$ cat src/hdl/soc_bus_pkg.sv
package soc_bus_pkg;

    // Vector types ------------------------
    typedef logic [31:0] addr_t;        // Host byte address
    typedef logic [31:0] data_t;
    typedef logic [3:0]  sel_t;         // One bit per byte lane
    typedef logic [15:0] z80_addr_t;
    typedef logic [7:0]  byte_t;
    typedef logic [4:0]  delay_t;       // DDR delay tap select

    // Host bus, Wishbone classic ----------
    typedef struct packed {
        logic  cyc;
        logic  stb;
        logic  we;
        addr_t adr;
        data_t dat;
        sel_t  sel;
    } wb_req_t;

    typedef struct packed {
        logic  ack;
        logic  err;
        data_t dat;
    } wb_rsp_t;

    // Z80 memory port, wait style
    typedef struct packed {
        logic      mreq;
        logic      we;
        z80_addr_t adr;
        byte_t     dat;
    } z80_req_t;

    typedef struct packed {
        logic  ready;                   // Single cycle, read data valid with it
        byte_t dat;
    } z80_rsp_t;

    // Board pins driven by the GPIO block
    typedef struct packed {
        logic   led_r;
        logic   led_g;
        logic   led_b;
        logic   z80_rst;
        logic   i2c_scl;
        logic   i2c_sda_oe;             // High pulls SDA low
        logic   usb_rst_n;
        delay_t delay_sel;
    } gpio_pins_t;

endpackage

$ cat src/hdl/soc_map_pkg.sv
package soc_map_pkg;

    // Host address regions ------------------
    typedef enum logic [1:0] {
        REG_NONE,                       // Unmapped, answered with err
        REG_RAM,
        REG_GPIO,
        REG_Z80
    } region_e;

    // Bases and masks -----------------------
    // A host address hits a region when (adr & MASK) == BASE

    // Internal RAM, the whole top 64 KB with echo
    localparam logic [31:0] RAM_BASE  = 32'hFFFF_0000;
    localparam logic [31:0] RAM_MASK  = 32'hFFFF_0000;

    localparam logic [31:0] GPIO_BASE = 32'h0300_0000;
    localparam logic [31:0] GPIO_MASK = 32'hFFFF_FF00;  // 256 bytes

    // Z80 RAM window, one byte per 32 bit word
    localparam logic [31:0] Z80_BASE  = 32'h0500_0000;
    localparam logic [31:0] Z80_MASK  = 32'hFFFC_0000;  // 256 KB

    // GPIO register word indices ------------
    // Selected by adr[5:2], indices 2 and 4 are holes
    localparam logic [3:0] GPIO_DELAY  = 4'd0;  // DDR delay select
    localparam logic [3:0] GPIO_LED    = 4'd1;  // b0 red, b1 green, b2 blue
    localparam logic [3:0] GPIO_Z80RST = 4'd3;  // Holds the Z80 in reset
    localparam logic [3:0] GPIO_SCL    = 4'd5;
    localparam logic [3:0] GPIO_SDA    = 4'd6;  // Write drives, read samples the pin
    localparam logic [3:0] GPIO_USBRST = 4'd7;  // Active low USB reset

endpackage

$ cat src/hdl/addr_decoder.sv
`timescale 1ns/1ps

module addr_decoder
    import soc_bus_pkg::*;
    import soc_map_pkg::*;
(
    input  logic    clk_rv,
    input  logic    rst_rv,
    input  wb_req_t host_req,
    output wb_rsp_t host_rsp,
    output logic    ram_stb,
    output logic    gpio_stb,
    output logic    z80_stb,
    input  wb_rsp_t ram_rsp,
    input  wb_rsp_t gpio_rsp,
    input  wb_rsp_t z80_rsp,
    output logic    bus_fault
);

    typedef enum logic [1:0] {ST_IDLE, ST_DECODE, ST_WAIT} state_e;

    state_e  state;
    region_e region_q;                  // Region of the cycle in flight
    wb_rsp_t tgt_rsp;                   // Response of the addressed target
    logic    done;

    function automatic region_e classify(input addr_t adr);
        if ((adr & RAM_MASK) == RAM_BASE) return REG_RAM;
        if ((adr & GPIO_MASK) == GPIO_BASE) return REG_GPIO;
        if ((adr & Z80_MASK) == Z80_BASE) return REG_Z80;
        return REG_NONE;
    endfunction

    // Cycle tracking ----------------------
    always_ff @(posedge clk_rv) begin
        if (!rst_rv) begin
            state     <= ST_IDLE;
            region_q  <= REG_NONE;
            bus_fault <= 1'b0;
        end else begin
            case (state)
                ST_IDLE: begin
                    if (host_req.cyc && host_req.stb) begin
                        region_q <= classify(host_req.adr);
                        state    <= ST_DECODE;
                    end
                end
                ST_DECODE: begin
                    if (region_q == REG_NONE)
                        bus_fault <= 1'b1;      // Sticky until reset
                    state <= ST_WAIT;
                end
                ST_WAIT: begin
                    if (done)
                        state <= ST_IDLE;
                end
                default: state <= ST_IDLE;
            endcase
        end
    end

    // One strobe pulse per cycle, only to the addressed target
    assign ram_stb  = (state == ST_DECODE) && (region_q == REG_RAM);
    assign gpio_stb = (state == ST_DECODE) && (region_q == REG_GPIO);
    assign z80_stb  = (state == ST_DECODE) && (region_q == REG_Z80);

    // Response path -----------------------
    always_comb begin
        case (region_q)
            REG_RAM:  tgt_rsp = ram_rsp;
            REG_GPIO: tgt_rsp = gpio_rsp;
            REG_Z80:  tgt_rsp = z80_rsp;
            default:  tgt_rsp = '{ack: 1'b0, err: 1'b1, dat: '0};  // Unmapped
        endcase
    end

    assign done     = (state == ST_WAIT) && (tgt_rsp.ack || tgt_rsp.err);
    assign host_rsp = (state == ST_WAIT) ? tgt_rsp : '0;

endmodule

$ cat config.mk
export PLATFORM = sky130hd
export DESIGN_NAME = addr_decoder
export DESIGN_NICKNAME = d
export VERILOG_FILES = /design/src/hdl/soc_bus_pkg.sv /design/src/hdl/soc_map_pkg.sv /design/src/hdl/addr_decoder.sv
export SDC_FILE = /design/constraint.sdc
export NUM_CORES = 1
export LEC_CHECK = 0
export BUFFER_PORTS_ARGS = -buffer_cell sky130_fd_sc_hd__buf_2
export CAP_MARGIN = 20
export CORE_AREA = 2 2 84 86
export DETAILED_ROUTE_END_ITERATION = 8
export DIE_AREA = 0 0 86 88
export GPL_ROUTABILITY_DRIVEN = 0
export HOLD_SLACK_MARGIN = 0.05
export PLACE_DENSITY = 0.55
export SYNTH_ARGS = -nofsm -noshare
export SYNTH_HDL_FRONTEND = slang
export SYNTH_SLANG_ARGS = --single-unit
$ cat constraint.sdc
create_clock -name clk_rv -period 2.3 [get_ports clk_rv]
set_input_delay 0.345 -clock clk_rv [delete_from_list [all_inputs] [get_ports clk_rv]]
set_output_delay 0.345 -clock clk_rv [all_outputs]
set_load 0.005 [all_outputs]
# [After elaboration in Yosys (flattened, before gate mapping)]
# Cells that the tools add are included.
[word_totals] register_bits=5 in_bits=175 output_inout_bits=38 wordCells=50
[op_classes] n_eq_ne=10 n_mux=26 n_reduce_logical=11
[ops] cell="$pmux W34 S3" count=1
[ops] cell="$mux W34" count=1
[ops] cell="$eq A24 B18 Y1 const B" count=1
[ops] cell="$eq A16 B16 Y1 const B" count=1
[ops] cell="$mux W2" count=8
[ops] cell="$mux W1" count=15
[ops] cell="$eq A14 B9 Y1 const B" count=1
[ops] cell="$eq A2 B2 Y1 const B" count=3
[ops] cell="$pmux W2 S3" count=1
[ops] cell="$reduce_and A2 Y1" count=3
[ops] cell="$logic_and A1 B1 Y1" count=5
[ops] cell="$eq A2 B1 Y1 const B" count=2
[ops] cell="$logic_not A2 Y1" count=2
[ops] cell="$ne A2 B2 Y1 const B" count=2
[ops] cell="$logic_or A1 B1 Y1" count=1

# [Logic depth before layout (Yosys ltp)]
[depth] depth_word=17 ltp_mapped=5 mapped_depth_nobuf=4

# [Worst setup path after synthesis]
# OpenSTA, ideal clock, no wires.
[synth_path] path_type="reg-to-output" start="reg region_q[1]" end="out host_rsp[10] in the netlist's numbering" arrival_time_ns=1.283 t_required_ns=1.955 path_slack_ns=0.672 stages_incl_launch_ff=6 n_path_buf=2 cell_sequence="dfxtp_1 -> buf_2 -> buf_2 -> mux2_2 -> a22oi_1 -> nor2_1"
[synth_rtl] item="from (decl)" line="addr_decoder.sv:23" rtl="region_e region_q;"
[synth_rtl] item="from (signal assigned)" line="addr_decoder.sv:44" rtl="region_q <= classify(host_req.adr);"
[synth_rtl] item="to (decl)" line="addr_decoder.sv:10" rtl="output wb_rsp_t host_rsp,"

==> metrics.csv <==
stage,metric,value,unit
worst_setup_path,r2r_cells,5,
sta,fin_worst_skew,0.00110,ns
clock_network,clockRootBuffer,clkbuf_8,
power,irDropWorstVdd,0.130,mV
yosys,syn_nets,334,
die,start_util,17.4,%
clock_network,tritoncts,done,
cells_and_area,syn_to_final_growth,84.0,%
global_route,grt_pass1_wl,7110,um
die,pin_count,213,
clock_network,worst_skew_pair.late_latency,0.21,ns
power,p_clk_share,35.3,%
job,maxCapViolCount,0,
sta,worst_slew_pin_slew,0.420,ns
power,p_comb_share,43.8,%
global_route,antenna_found_initial,0,
clock_network,cts_buffer_depth,2,
place,post-place-ws,0.582,ns
place,dp_cells,397,
power,p_leak,1.05,nW
worst_setup_path,arrival,1.57,ns
die,fp.dieW,86,um
worst_setup_path,end_kind,primary output,
clock_network,htreeDepth,1,
sta,period_share,83.2,%
cells_and_area,layout_common_cells,"buf_2 (167), nor2_1 (35), a22oi_1 (34), mux2_2 (33), buf_4 (7)",
routing,dr.pass1.iters,4,
clock_network,cts_buffers,3,
sta,finalCriticalPeriod,1.91,ns
yosys,syn_area,1160,um^2
cells_and_area,nets,497,
yosys,synth-seq-cells,5,
min_path,hold_depth,3,
global_route,grt_remaining_overflow,0,
sta,drv_slew,0,
worst_setup_path,worstPathRequired,1.96,ns
clock_network,cts_setup_buffers,0,
place,io_buffers,167,
clock_network,cts_num_sinks,5,
routing,ant_nets,0,
die,die_h,88,um
worst_setup_path,worstReg2RegEnd,state[1]$_SDFFE_PN0P_,
power,switching_power,0.114,mW
yosys,syn_avg_cell_area,7.28,um^2
worst_setup_path,setup.worst_path.class,reg -> out,
clock_network,clk_transition_reported_paths,0.03,ns
routing,vias_per_cell,4.58,
yosys,ys_seq_area_share,8.65,%
global_route,grtUsageTotal,11.3,%
routing,drc,0,
worst_setup_path,reg2reg_slack,0.87,ns
power,p_seq_share,20.9,%
global_route,grt_pass1_vias,1575,
worst_setup_path,cp-start-kind,flop,
cells_and_area,diodes,0,
cells_and_area,fin_cells,401,
power,power_density,208,nW/um^2
sta,rsz0062_at_grt,false,
status,status,finished clean,
global_route,grt_max_degree,40,
power,p_int,0.329,mW
cells_and_area,final_common_cell,buf_2,
die,rows,30,
min_path,hold_end,state[0]$_SDFFE_PN0P_,
clock_network,holdBufCountCts,0,
routing,wire_per_inst,12.4,um
yosys,synth.distinct_cells,30,
clock_network,cts_resized,0,
sta,slew_headroom,72.0,%
die,core_area,6640,um^2
sta,setup_slack,0.385,ns
worst_setup_path,crit_fanout,21,
sta,setup_viol,0,
yosys,yosys_warnings,0,
cells_and_area,drive_gt1_share,67.0,%
sta,hold_viol_final,0,
worst_setup_path,r2r-start,region_q[1]$_SDFFE_PN0P_,
place,dp_hpwl,4040,um
routing,vias,1838,
sta,clock.fmax,522,MHz
yosys,syn_inst,159,
routing,routed_wl,4990,um
min_path,hold_path_class,in -> reg,
power,swShare,25.8,%
sta,finalSetupTns,0,ns
die,die-area,7570,um^2
min_path,hold_start,rst_rv,
routing,drt_first_iter_violations,24,
[layout make-up]
type                    instances  area (um^2)
well taps                      80          100
clock buffers                   4         45.0
flip-flops and latches          5          101
inverters                       2         7.51
fillers                       744         4510
multi-input cells             136          987
repair buffers                174          888
[state kept, by name (all words and copies together), names as in the netlist]
signal / count
region_q: 2
state: 2
bus_fault: 1
[power by group through the flow]
stage / combinational [mW] / clock, mW / sequential, mW
floorplan: 0.0698 / 0 / 0.0938
global placement: 0.191 / 0 / 0.0938
detailed placement: 0.195 / 0 / 0.0939
CTS: 0.196 / 0.161 / 0.0927
global route: 0.216 / 0.167 / 0.0932
finish: 0.194 / 0.156 / 0.0927
[critical path, cell delays in order (launching register included)]
cell and delay [ns]:
dfxtp_2 0.34, buf_4 0.30, mux2_2 0.38, a22oi_1 0.14, nor2_1 0.06, buf_2 0.13
[synth_stat cells]
master    number  area share, %
a21oi_1        1           0.43
a221oi_1       1           0.76
a22oi_1       34             22
a31oi_1        1           0.54
a41oi_1        1           0.76
and2_1         1           0.54
and3_1         1           0.54
and3b_2        1           0.86
buf_1          2           0.65
buf_2          4            1.7
clkbuf_1      10            3.2
dfxtp_1        5            8.6
inv_1          2           0.65
mux2_2        33             32
mux2i_1        1           0.86
nand2_1        4            1.3
nand2b_1       1           0.54
nand3_1        1           0.43
nand4_1        5            2.7
nor2_1        35             11
nor2b_1        3            1.6
nor3_1         2           0.86
nor3b_1        1           0.65
nor4_1         3            1.6
nor4_2         1            1.1
o21a_1         1           0.65
o21ai_0        1           0.43
o32ai_1        1           0.76
or4_1          1           0.65
or4_4          1           0.97
[how the worst max path moves through the flow]
stage	from	to	slack (ns)	cells past startpoint
CTS	region_q[1]$_SDFFE_PN0P_	host_rsp[17]	0.36	5
finish	region_q[1]$_SDFFE_PN0P_	host_rsp[17]	0.39	5
floorplan	region_q[1]$_SDFFE_PN0P_	host_rsp[10]	0.67	5
global placement	host_req[62]	region_q[1]$_SDFFE_PN0P_	0.60	5
detailed placement	host_req[62]	region_q[1]$_SDFFE_PN0P_	0.58	5
global route	region_q[1]$_SDFFE_PN0P_	host_rsp[26]	0.28	5
[metrics by stage]
step                      hold WS, ns  instance area [um^2]  utilization [%]  power (mW)
after floorplan                 0.457                  1160                -       0.164
after global placement          0.489                  2080             31.4       0.285
after detailed placement        0.496                  2080             31.4       0.289
after CTS                       0.395                  2130             32.1       0.450
after global routing            0.419                  2130             32.1       0.476
final                           0.398                  2130             32.1       0.443
[routing by layer]
layer  global-route usage (%)  up-vias  wire length, um
li1                         -      931                -
met1                     13.9      801             2020
met2                     21.1      106             2440
met3                     1.89        0              521
met4                     1.73        0                0
met5                        0        -                0
[logic make-up after synthesis]
group / Yosys count / share of synthesized area, %
flops: 5 / 8.65
buf+inv: 18 / 6.27
compound gates: 41 / 26.4
simple gates: 61 / 25.7
mux: 34 / 33.0
Power figures use the tool's default switching activity.
