--- src/hdl/soc_bus_pkg.sv ---
package soc_bus_pkg;

    // Vector types ------------------------
    typedef logic [31:0] addr_t;        // Host byte address
    typedef logic [31:0] data_t;
    typedef logic [3:0]  sel_t;         // One bit per byte lane
    typedef logic [15:0] z80_addr_t;
    typedef logic [7:0]  byte_t;
    typedef logic [4:0]  delay_t;       // DDR delay tap select

    // Host bus, Wishbone classic ----------
    typedef struct packed {
        logic  cyc;
        logic  stb;
        logic  we;
        addr_t adr;
        data_t dat;
        sel_t  sel;
    } wb_req_t;

    typedef struct packed {
        logic  ack;
        logic  err;
        data_t dat;
    } wb_rsp_t;

    // Z80 memory port, wait style
    typedef struct packed {
        logic      mreq;
        logic      we;
        z80_addr_t adr;
        byte_t     dat;
    } z80_req_t;

    typedef struct packed {
        logic  ready;                   // Single cycle, read data valid with it
        byte_t dat;
    } z80_rsp_t;

    // Board pins driven by the GPIO block
    typedef struct packed {
        logic   led_r;
        logic   led_g;
        logic   led_b;
        logic   z80_rst;
        logic   i2c_scl;
        logic   i2c_sda_oe;             // High pulls SDA low
        logic   usb_rst_n;
        delay_t delay_sel;
    } gpio_pins_t;

endpackage

--- src/hdl/soc_map_pkg.sv ---
package soc_map_pkg;

    // Host address regions ------------------
    typedef enum logic [1:0] {
        REG_NONE,                       // Unmapped, answered with err
        REG_RAM,
        REG_GPIO,
        REG_Z80
    } region_e;

    // Bases and masks -----------------------
    // A host address hits a region when (adr & MASK) == BASE

    // Internal RAM, the whole top 64 KB with echo
    localparam logic [31:0] RAM_BASE  = 32'hFFFF_0000;
    localparam logic [31:0] RAM_MASK  = 32'hFFFF_0000;

    localparam logic [31:0] GPIO_BASE = 32'h0300_0000;
    localparam logic [31:0] GPIO_MASK = 32'hFFFF_FF00;  // 256 bytes

    // Z80 RAM window, one byte per 32 bit word
    localparam logic [31:0] Z80_BASE  = 32'h0500_0000;
    localparam logic [31:0] Z80_MASK  = 32'hFFFC_0000;  // 256 KB

    // GPIO register word indices ------------
    // Selected by adr[5:2], indices 2 and 4 are holes
    localparam logic [3:0] GPIO_DELAY  = 4'd0;  // DDR delay select
    localparam logic [3:0] GPIO_LED    = 4'd1;  // b0 red, b1 green, b2 blue
    localparam logic [3:0] GPIO_Z80RST = 4'd3;  // Holds the Z80 in reset
    localparam logic [3:0] GPIO_SCL    = 4'd5;
    localparam logic [3:0] GPIO_SDA    = 4'd6;  // Write drives, read samples the pin
    localparam logic [3:0] GPIO_USBRST = 4'd7;  // Active low USB reset

endpackage

--- src/hdl/gpio_regs.sv ---
`timescale 1ns/1ps

module gpio_regs
    import soc_bus_pkg::*;
    import soc_map_pkg::*;
(
    input  logic       clk_rv,
    input  logic       rst_rv,
    input  wb_req_t    req,
    input  logic       stb,
    output wb_rsp_t    rsp,
    input  delay_t     delay_sel_det,
    input  logic       i2c_sda_in,
    output gpio_pins_t pins
);

    logic       ack_q;
    data_t      rdat_q;
    data_t      rd_mux;
    logic       sda_in_q;                   // SDA pin, sampled
    logic [3:0] reg_idx;
    logic       wr_en;

    assign reg_idx = req.adr[5:2];
    assign wr_en   = stb && req.we && (|req.sel);

    // Register writes ---------------------
    always_ff @(posedge clk_rv) begin
        if (!rst_rv) begin
            pins.led_r      <= 1'b0;
            pins.led_g      <= 1'b0;
            pins.led_b      <= 1'b0;
            pins.z80_rst    <= 1'b1;        // Z80 held until the host releases it
            pins.i2c_scl    <= 1'b1;
            pins.i2c_sda_oe <= 1'b0;        // SDA released
            pins.usb_rst_n  <= 1'b0;
            pins.delay_sel  <= delay_sel_det;
            ack_q           <= 1'b0;
        end else begin
            ack_q <= stb;
            if (wr_en) begin
                case (reg_idx)
                    GPIO_DELAY: pins.delay_sel <= req.dat[4:0];
                    GPIO_LED: begin
                        pins.led_r <= req.dat[0];
                        pins.led_g <= req.dat[1];
                        pins.led_b <= req.dat[2];
                    end
                    GPIO_Z80RST: pins.z80_rst    <= req.dat[0];
                    GPIO_SCL:    pins.i2c_scl    <= req.dat[0];
                    GPIO_SDA:    pins.i2c_sda_oe <= ~req.dat[0];   // Writing 0 pulls low
                    GPIO_USBRST: pins.usb_rst_n  <= req.dat[0];
                    default: ;
                endcase
            end
        end
    end

    // Read-back ---------------------------
    always_comb begin
        case (reg_idx)
            GPIO_DELAY:  rd_mux = {27'd0, pins.delay_sel};
            GPIO_LED:    rd_mux = {29'd0, pins.led_b, pins.led_g, pins.led_r};
            GPIO_Z80RST: rd_mux = {31'd0, pins.z80_rst};
            GPIO_SDA:    rd_mux = {31'd0, sda_in_q};
            default:     rd_mux = '0;
        endcase
    end

    always_ff @(posedge clk_rv) begin
        sda_in_q <= i2c_sda_in;
        if (stb)
            rdat_q <= rd_mux;
    end

    assign rsp = '{ack: ack_q, err: 1'b0, dat: rdat_q};

endmodule

--- config.mk ---
export PLATFORM = sky130hd
export DESIGN_NAME = gpio_regs
export DESIGN_NICKNAME = d
export VERILOG_FILES = /design/src/hdl/soc_bus_pkg.sv /design/src/hdl/soc_map_pkg.sv /design/src/hdl/gpio_regs.sv
export SDC_FILE = /design/constraint.sdc
export NUM_CORES = 1
export LEC_CHECK = 0
export BUFFER_PORTS_ARGS = -buffer_cell sky130_fd_sc_hd__buf_2
export CAP_MARGIN = 20
export CORE_ASPECT_RATIO = 1.1
export CORE_MARGIN = 8
export CORE_UTILIZATION = 36
export DETAILED_ROUTE_END_ITERATION = 7
export PLACE_DENSITY = 0.86
export SLEW_MARGIN = 5
export SYNTH_ARGS = -nofsm -noshare
export SYNTH_HDL_FRONTEND = slang
export SYNTH_SLANG_ARGS = --single-unit
--- constraint.sdc ---
create_clock -name clk_rv -period 3.3 [get_ports clk_rv]
set_input_delay 0.33 -clock clk_rv [delete_from_list [all_inputs] [get_ports clk_rv]]
set_output_delay 0.33 -clock clk_rv [all_outputs]
set_load 0.03 [all_outputs]
==> Word level (Yosys, flattened, before mapping) <==
Index checks and enable logic that the tools add are counted.
{ "word_totals": {"reg_bits": 46, "latch_bits": 0, "mem_bits_rw": 0, "romBits": 0, "out_inout_bits": 46, "wordCells": 33, "mem_count": 0} }
{ "classes": {"add_sub_neg": 0, "multipliers": 0, "div": 0, "magnitude_cmp": 0, "eq_ne": 7, "shifts": 0, "mux": 4, "bitwise": 1, "n_reduce_logical": 10} }
{ "ops": {"columns": ["op", "n"], "rows": [
  ["5-bit case mux with 4 select lines", 1],
  ["5-bit two-way mux", 3],
  ["4-bit by 3-bit equality test with 1-bit output, second input constant", 3],
  ["2-bit AND reduction", 6],
  ["4-bit by 1-bit equality test with 1-bit output, second input constant", 1],
  ["4-bit by 2-bit equality test with 1-bit output, second input constant", 1],
  ["4-bit logical NOT", 1],
  ["2-bit by 1-bit != test with 1-bit output, second input constant", 2],
  ["4-bit OR reduction", 1],
  ["1-bit logical AND", 2],
  ["1-bit NOT", 1]
]} }

==> Depth between registers and ports, before layout <==
{ "depth": {"word_depth": 4, "depth_mapped": 5, "ltp_nobuf": 3} }

==> Worst setup path after synthesis <==
Ideal clock, no wire load.
{ "synth_timing": {"path_kind": "input to register", "startpoint": "in req[38] in the netlist's numbering", "endpoint": "reg pins[0] in the netlist's numbering, enable pin", "setup_ns": 0.313, "arrival_time_ns": 1.258, "path_slack_ns": 1.729, "cell_stages": 4, "n_path_buf": 1, "path_cell_list": "buf_2 nor4_1 nand4_1 nand2_1"} }
{ "synth_via": {"elab_chain_cells": 3} }
{ "synth_lines": {"columns": ["element", "line_no", "text"], "rows": [
  ["start: declaration", "gpio_regs.sv:9", "input wb_req_t req,"],
  ["4-bit logical NOT", "gpio_regs.sv:42", "case (reg_idx)"],
  ["2-bit by 1-bit != test with 1-bit output (no line)", null, null],
  ["2-bit AND reduction (no line)", null, null],
  ["end: declaration", "gpio_regs.sv:14", "output gpio_pins_t pins"]
]} }
Every way passes these cells.
A chain may end at the register's enable or synchronous reset.

==> Worst setup path in the final report <==
{ "layout_timing": {"startpoint": "in req[38] in the netlist's numbering", "endpoint": "reg pins[1] in the netlist's numbering, enable pin"} }
Same word-level chain as after synthesis.

==> flow_summary.html <==
<table>
<tr><th>Metric</th><th>Value</th></tr>
<tr><th colspan="2">Run status</th></tr>
<tr><td>Status</td><td>finished clean</td></tr>
<tr><th colspan="2">STA</th></tr>
<tr><td>Minimum clock period</td><td>1.52 ns</td></tr>
<tr><td>RSZ-0062 raised after global routing</td><td>false</td></tr>
<tr><td>Final Setup Violations</td><td>0</td></tr>
<tr><td>Post-Route Skew</td><td>0.00102 ns</td></tr>
<tr><td>Aggregate negative setup slack</td><td>0 ns</td></tr>
<tr><td>Final clock period utilization by the worst path</td><td>45.9%</td></tr>
<tr><td>Max Clock Freq</td><td>0.660 GHz</td></tr>
<tr><td>Final Max Tran Viols</td><td>0</td></tr>
<tr><td>Hold Violations, Final</td><td>0</td></tr>
<tr><td>Transition time of the tightest slew-check pin</td><td>0.672 ns</td></tr>
<tr><td>Fin Hold WS</td><td>0.129 ns</td></tr>
<tr><td>Slack of the critical path</td><td>1.78 ns</td></tr>
<tr><td>Worst rel slew slack</td><td>54.8%</td></tr>
<tr><th colspan="2">Detailed routing</th></tr>
<tr><td>Wire per inst</td><td>13.0 um</td></tr>
<tr><td>Number of remaining DRC errors</td><td>0</td></tr>
<tr><td>Post-DR vias/cell</td><td>4.38</td></tr>
<tr><td>Vias after detailed routing</td><td>771</td></tr>
<tr><td>Wire length reported by the detailed router</td><td>2.28 mm</td></tr>
<tr><td>Router iterations before antenna repair</td><td>4</td></tr>
<tr><td>Antenna-violating nets left</td><td>0</td></tr>
<tr><td>Violation count after the first detailed-route iteration</td><td>16</td></tr>
<tr><th colspan="2">Final layout</th></tr>
<tr><td>Filler instances</td><td>316</td></tr>
<tr><td>Footprint of the multi-input gates</td><td>453 um2</td></tr>
<tr><td>Register cell area after layout</td><td>480 um2</td></tr>
<tr><td>Fraction of layout instances using a drive strength above 1</td><td>34.5%</td></tr>
<tr><td>Antenna diode count</td><td>0</td></tr>
<tr><td>Fin cells</td><td>176</td></tr>
<tr><td>Leading cell type in the layout, fill and taps excluded</td><td>sky130_fd_sc_hd__buf_2</td></tr>
<tr><td>Final #Nets</td><td>223</td></tr>
<tr><td>Post-synthesis to final-layout area growth</td><td>12.0%</td></tr>
<tr><td>Most used cells in the layout excluding fill and tap cells</td><td>sky130_fd_sc_hd__buf_2 (40), sky130_fd_sc_hd__conb_1 (28), sky130_fd_sc_hd__edfxtp_1 (10)</td></tr>
<tr><th colspan="2">Synthesis</th></tr>
<tr><td>Post-synthesis share of cell area spent on xor and xnor gates</td><td>0%</td></tr>
<tr><td>Syn Inst Count</td><td>104</td></tr>
<tr><td>Cell Area, Synth</td><td>0.00109 mm2</td></tr>
<tr><td>Avg Synthesized Cell Area</td><td>10.5 um2</td></tr>
<tr><td>Yosys cell types</td><td>30</td></tr>
<tr><td>Main combinational cell family by area after synthesis</td><td>buffers and inverters</td></tr>
<tr><td>Register area share after synthesis</td><td>44.1%</td></tr>
<tr><td>Share of synthesized cell area in and, or, nand and nor gates</td><td>17.7%</td></tr>
<tr><td>Flip-flop and latch count after synthesis</td><td>19</td></tr>
<tr><td>Synthesis warning total</td><td>0</td></tr>
<tr><td>Post-synthesis share of cell area spent on full adders, half adders and majority gates</td><td>0%</td></tr>
<tr><td>Post-synthesis compound-gate area fraction</td><td>5.63%</td></tr>
<tr><td>Mux contribution to synthesized area</td><td>8.62%</td></tr>
<tr><th colspan="2">Worst setup path</th></tr>
<tr><td>Count of cells along the worst register-to-register path</td><td>3</td></tr>
<tr><td>CP Class</td><td>input port to register</td></tr>
<tr><td>FF-to-FF setup slack</td><td>2.25 ns</td></tr>
<tr><td>Launching point of the worst reg2reg path</td><td>pins[11]</td></tr>
<tr><td>Type of element launching the critical path</td><td>input port</td></tr>
<tr><td>Crit end category</td><td>register</td></tr>
<tr><td>Worst r2r dst</td><td>rdat_q[0]</td></tr>
<tr><td>Arr. time, crit path</td><td>1.52 ns</td></tr>
<tr><td>Maximum fanout along the worst path</td><td>8</td></tr>
<tr><td>Required time of the critical path</td><td>3.30 ns</td></tr>
<tr><th colspan="2">Worst hold path</th></tr>
<tr><td>Worst hold stages</td><td>1</td></tr>
<tr><td>Startpoint of the tightest hold check path</td><td>i2c_sda_in</td></tr>
<tr><td>Worst Hold Class</td><td>input port to register</td></tr>
<tr><td>End of the worst hold path</td><td>sda_in_q</td></tr>
<tr><th colspan="2">Floorplanning</th></tr>
<tr><td>Die extent in y</td><td>73.7 um</td></tr>
<tr><td>Die Width</td><td>68.4 um</td></tr>
<tr><td>Number of rows created at floorplan</td><td>21</td></tr>
<tr><td>Full die area</td><td>0.00504 mm2</td></tr>
<tr><td>Top-level I/O count</td><td>126</td></tr>
<tr><td>Core ar.</td><td>0.00297 mm2</td></tr>
<tr><td>Starting density of the core</td><td>36.7%</td></tr>
<tr><th colspan="2">Clock network</th></tr>
<tr><td>Sink count of the clock tree</td><td>19</td></tr>
<tr><td>Maximum buffer depth of the clock tree</td><td>2</td></tr>
<tr><td>TritonCTS clock tree</td><td>built</td></tr>
<tr><td>Clk_lat worst skew</td><td>0.30 ns</td></tr>
<tr><td>Post-CTS Setup Repair Bufs</td><td>0</td></tr>
<tr><td>Htree depth</td><td>1</td></tr>
<tr><td>Clock slew seen by the registers of the worst setup and hold paths</td><td>0.10 ns</td></tr>
<tr><td>Cell at the root of the clock tree</td><td>sky130_fd_sc_hd__clkbuf_4</td></tr>
<tr><td>Number of cells upsized or downsized after cts</td><td>0</td></tr>
<tr><td>Number of CTS-inserted buffers</td><td>3</td></tr>
<tr><td>Number of buffers inserted by hold repair at cts</td><td>0</td></tr>
<tr><th colspan="2">Global route</th></tr>
<tr><td>Total global routing overflow</td><td>0</td></tr>
<tr><td>Via count of the first global-routing pass</td><td>772</td></tr>
<tr><td>Antenna violations before repair</td><td>0</td></tr>
<tr><td>Global-route wire length before repair</td><td>3.28 mm</td></tr>
<tr><td>Overall Global Routing Usage</td><td>8.42%</td></tr>
<tr><td>Largest net degree at the start of global routing</td><td>19</td></tr>
<tr><th colspan="2">Flow run</th></tr>
<tr><td>Count of maximum capacitance violations</td><td>0</td></tr>
<tr><th colspan="2">Placed design</th></tr>
<tr><td>Cell total after placement</td><td>172</td></tr>
<tr><td>Detail Placement HPWL</td><td>1.96 mm</td></tr>
<tr><td>IO buf count</td><td>40</td></tr>
<tr><td>Last weighted congestion value of the routability-driven placer</td><td>0.738</td></tr>
<tr><td>Place WS</td><td>1.47 ns</td></tr>
<tr><th colspan="2">Pwr</th></tr>
<tr><td>VDD IR max</td><td>0.176 mV</td></tr>
<tr><td>Power per standard cell area</td><td>404 mW/mm2</td></tr>
<tr><td>LEAKAGE</td><td>0.581 nW</td></tr>
</table>
==> cells in the mapped netlist (all sizes together) <==
library cell / count / area, um2
o21ai: 4 / 20.0
nor4: 3 / 18.8
or4: 2 / 18.8
nand2: 8 / 30.0
edfxtp: 10 / 300
nor4bb: 1 / 10.0
nor2b: 3 / 18.8
conb: 1 / 3.75
a22o: 2 / 17.5
o311ai: 1 / 8.76
nand4: 2 / 12.5
nand2b: 1 / 6.26
dfxtp: 9 / 180
inv: 4 / 15.0
o41ai: 1 / 8.76
and4: 1 / 11.3
clkbuf: 2 / 7.51
mux2: 3 / 33.8
and3b: 1 / 8.76
a31oi: 1 / 6.26
nand4b: 1 / 8.76
and2: 4 / 25.0
buf: 31 / 234
mux2i: 6 / 60.1
nor4b: 2 / 23.8
==> final cells by class <==
type                    count  share of cell area (%)
multi-input cells          75                    37.2
inverters                   4                    1.23
clock buffers               3                    1.85
repair buffers             40                    16.4
flip-flops and latches     19                    39.4
well taps                  34                    3.49
clock inverters             1                   0.411
==> sequential cells by signal, summed over array words and instances (netlist names) <==
name / flops
ack_q: 1
sda_in_q: 1
pins: 12
rdat_q: 5
==> how the worst max path moves through the flow <==
stage / start / end / slack, ns / depth (start not counted)
CTS: req[38] / pins[1] / 1.80 / 4
global route: req[38] / pins[0] / 1.71 / 4
detailed placement: req[38] / pins[1] / 1.47 / 4
global placement: req[38] / pins[2] / 1.51 / 4
finish: req[38] / pins[1] / 1.78 / 4
floorplan: req[38] / pins[0] / 1.73 / 4
==> stage by stage <==
step,power (W),utilization (%),instance area (um2)
after floorplan,0.000378,-,1190
after global placement,0.000380,40.1,1190
after detailed placement,0.000382,40.1,1190
after CTS,0.000498,41.0,1220
after global routing,0.000514,41.0,1220
final,0.000493,41.0,1220
==> cells by family after synthesis <==
logic type	after synthesis
AOI/OAI and AO/OA	9
buffers and inverters	37
DFF	19
muxes	9
other	1
and+or+nand+nor	29
==> metal layers <==
| layer | vias to the layer above | wire length, um | track usage, % |
|---|---|---|---|
| met5 | - | 0 | 0 |
| met4 | 0 | 36 | 5.47 |
| met3 | 4 | 262 | 1.98 |
| met2 | 40 | 1110 | 13.7 |
| met1 | 341 | 871 | 9.44 |
| li1 | 386 | - | - |
==> report_power, final <==
group	switching, W	internal (W)
sequential	0.00000391	0.000260
clock	0.0000704	0.0000452
combinational	0.0000875	0.0000255
total	0.000162	0.000331
==> critical path, cell delays in order <==
cell and delay, ns:
sky130_fd_sc_hd__buf_2 0.14, sky130_fd_sc_hd__nor4_1 0.62, sky130_fd_sc_hd__nand4_1 0.20, sky130_fd_sc_hd__nand2_1 0.22
No activity file was read; power rests on OpenSTA's default activity.
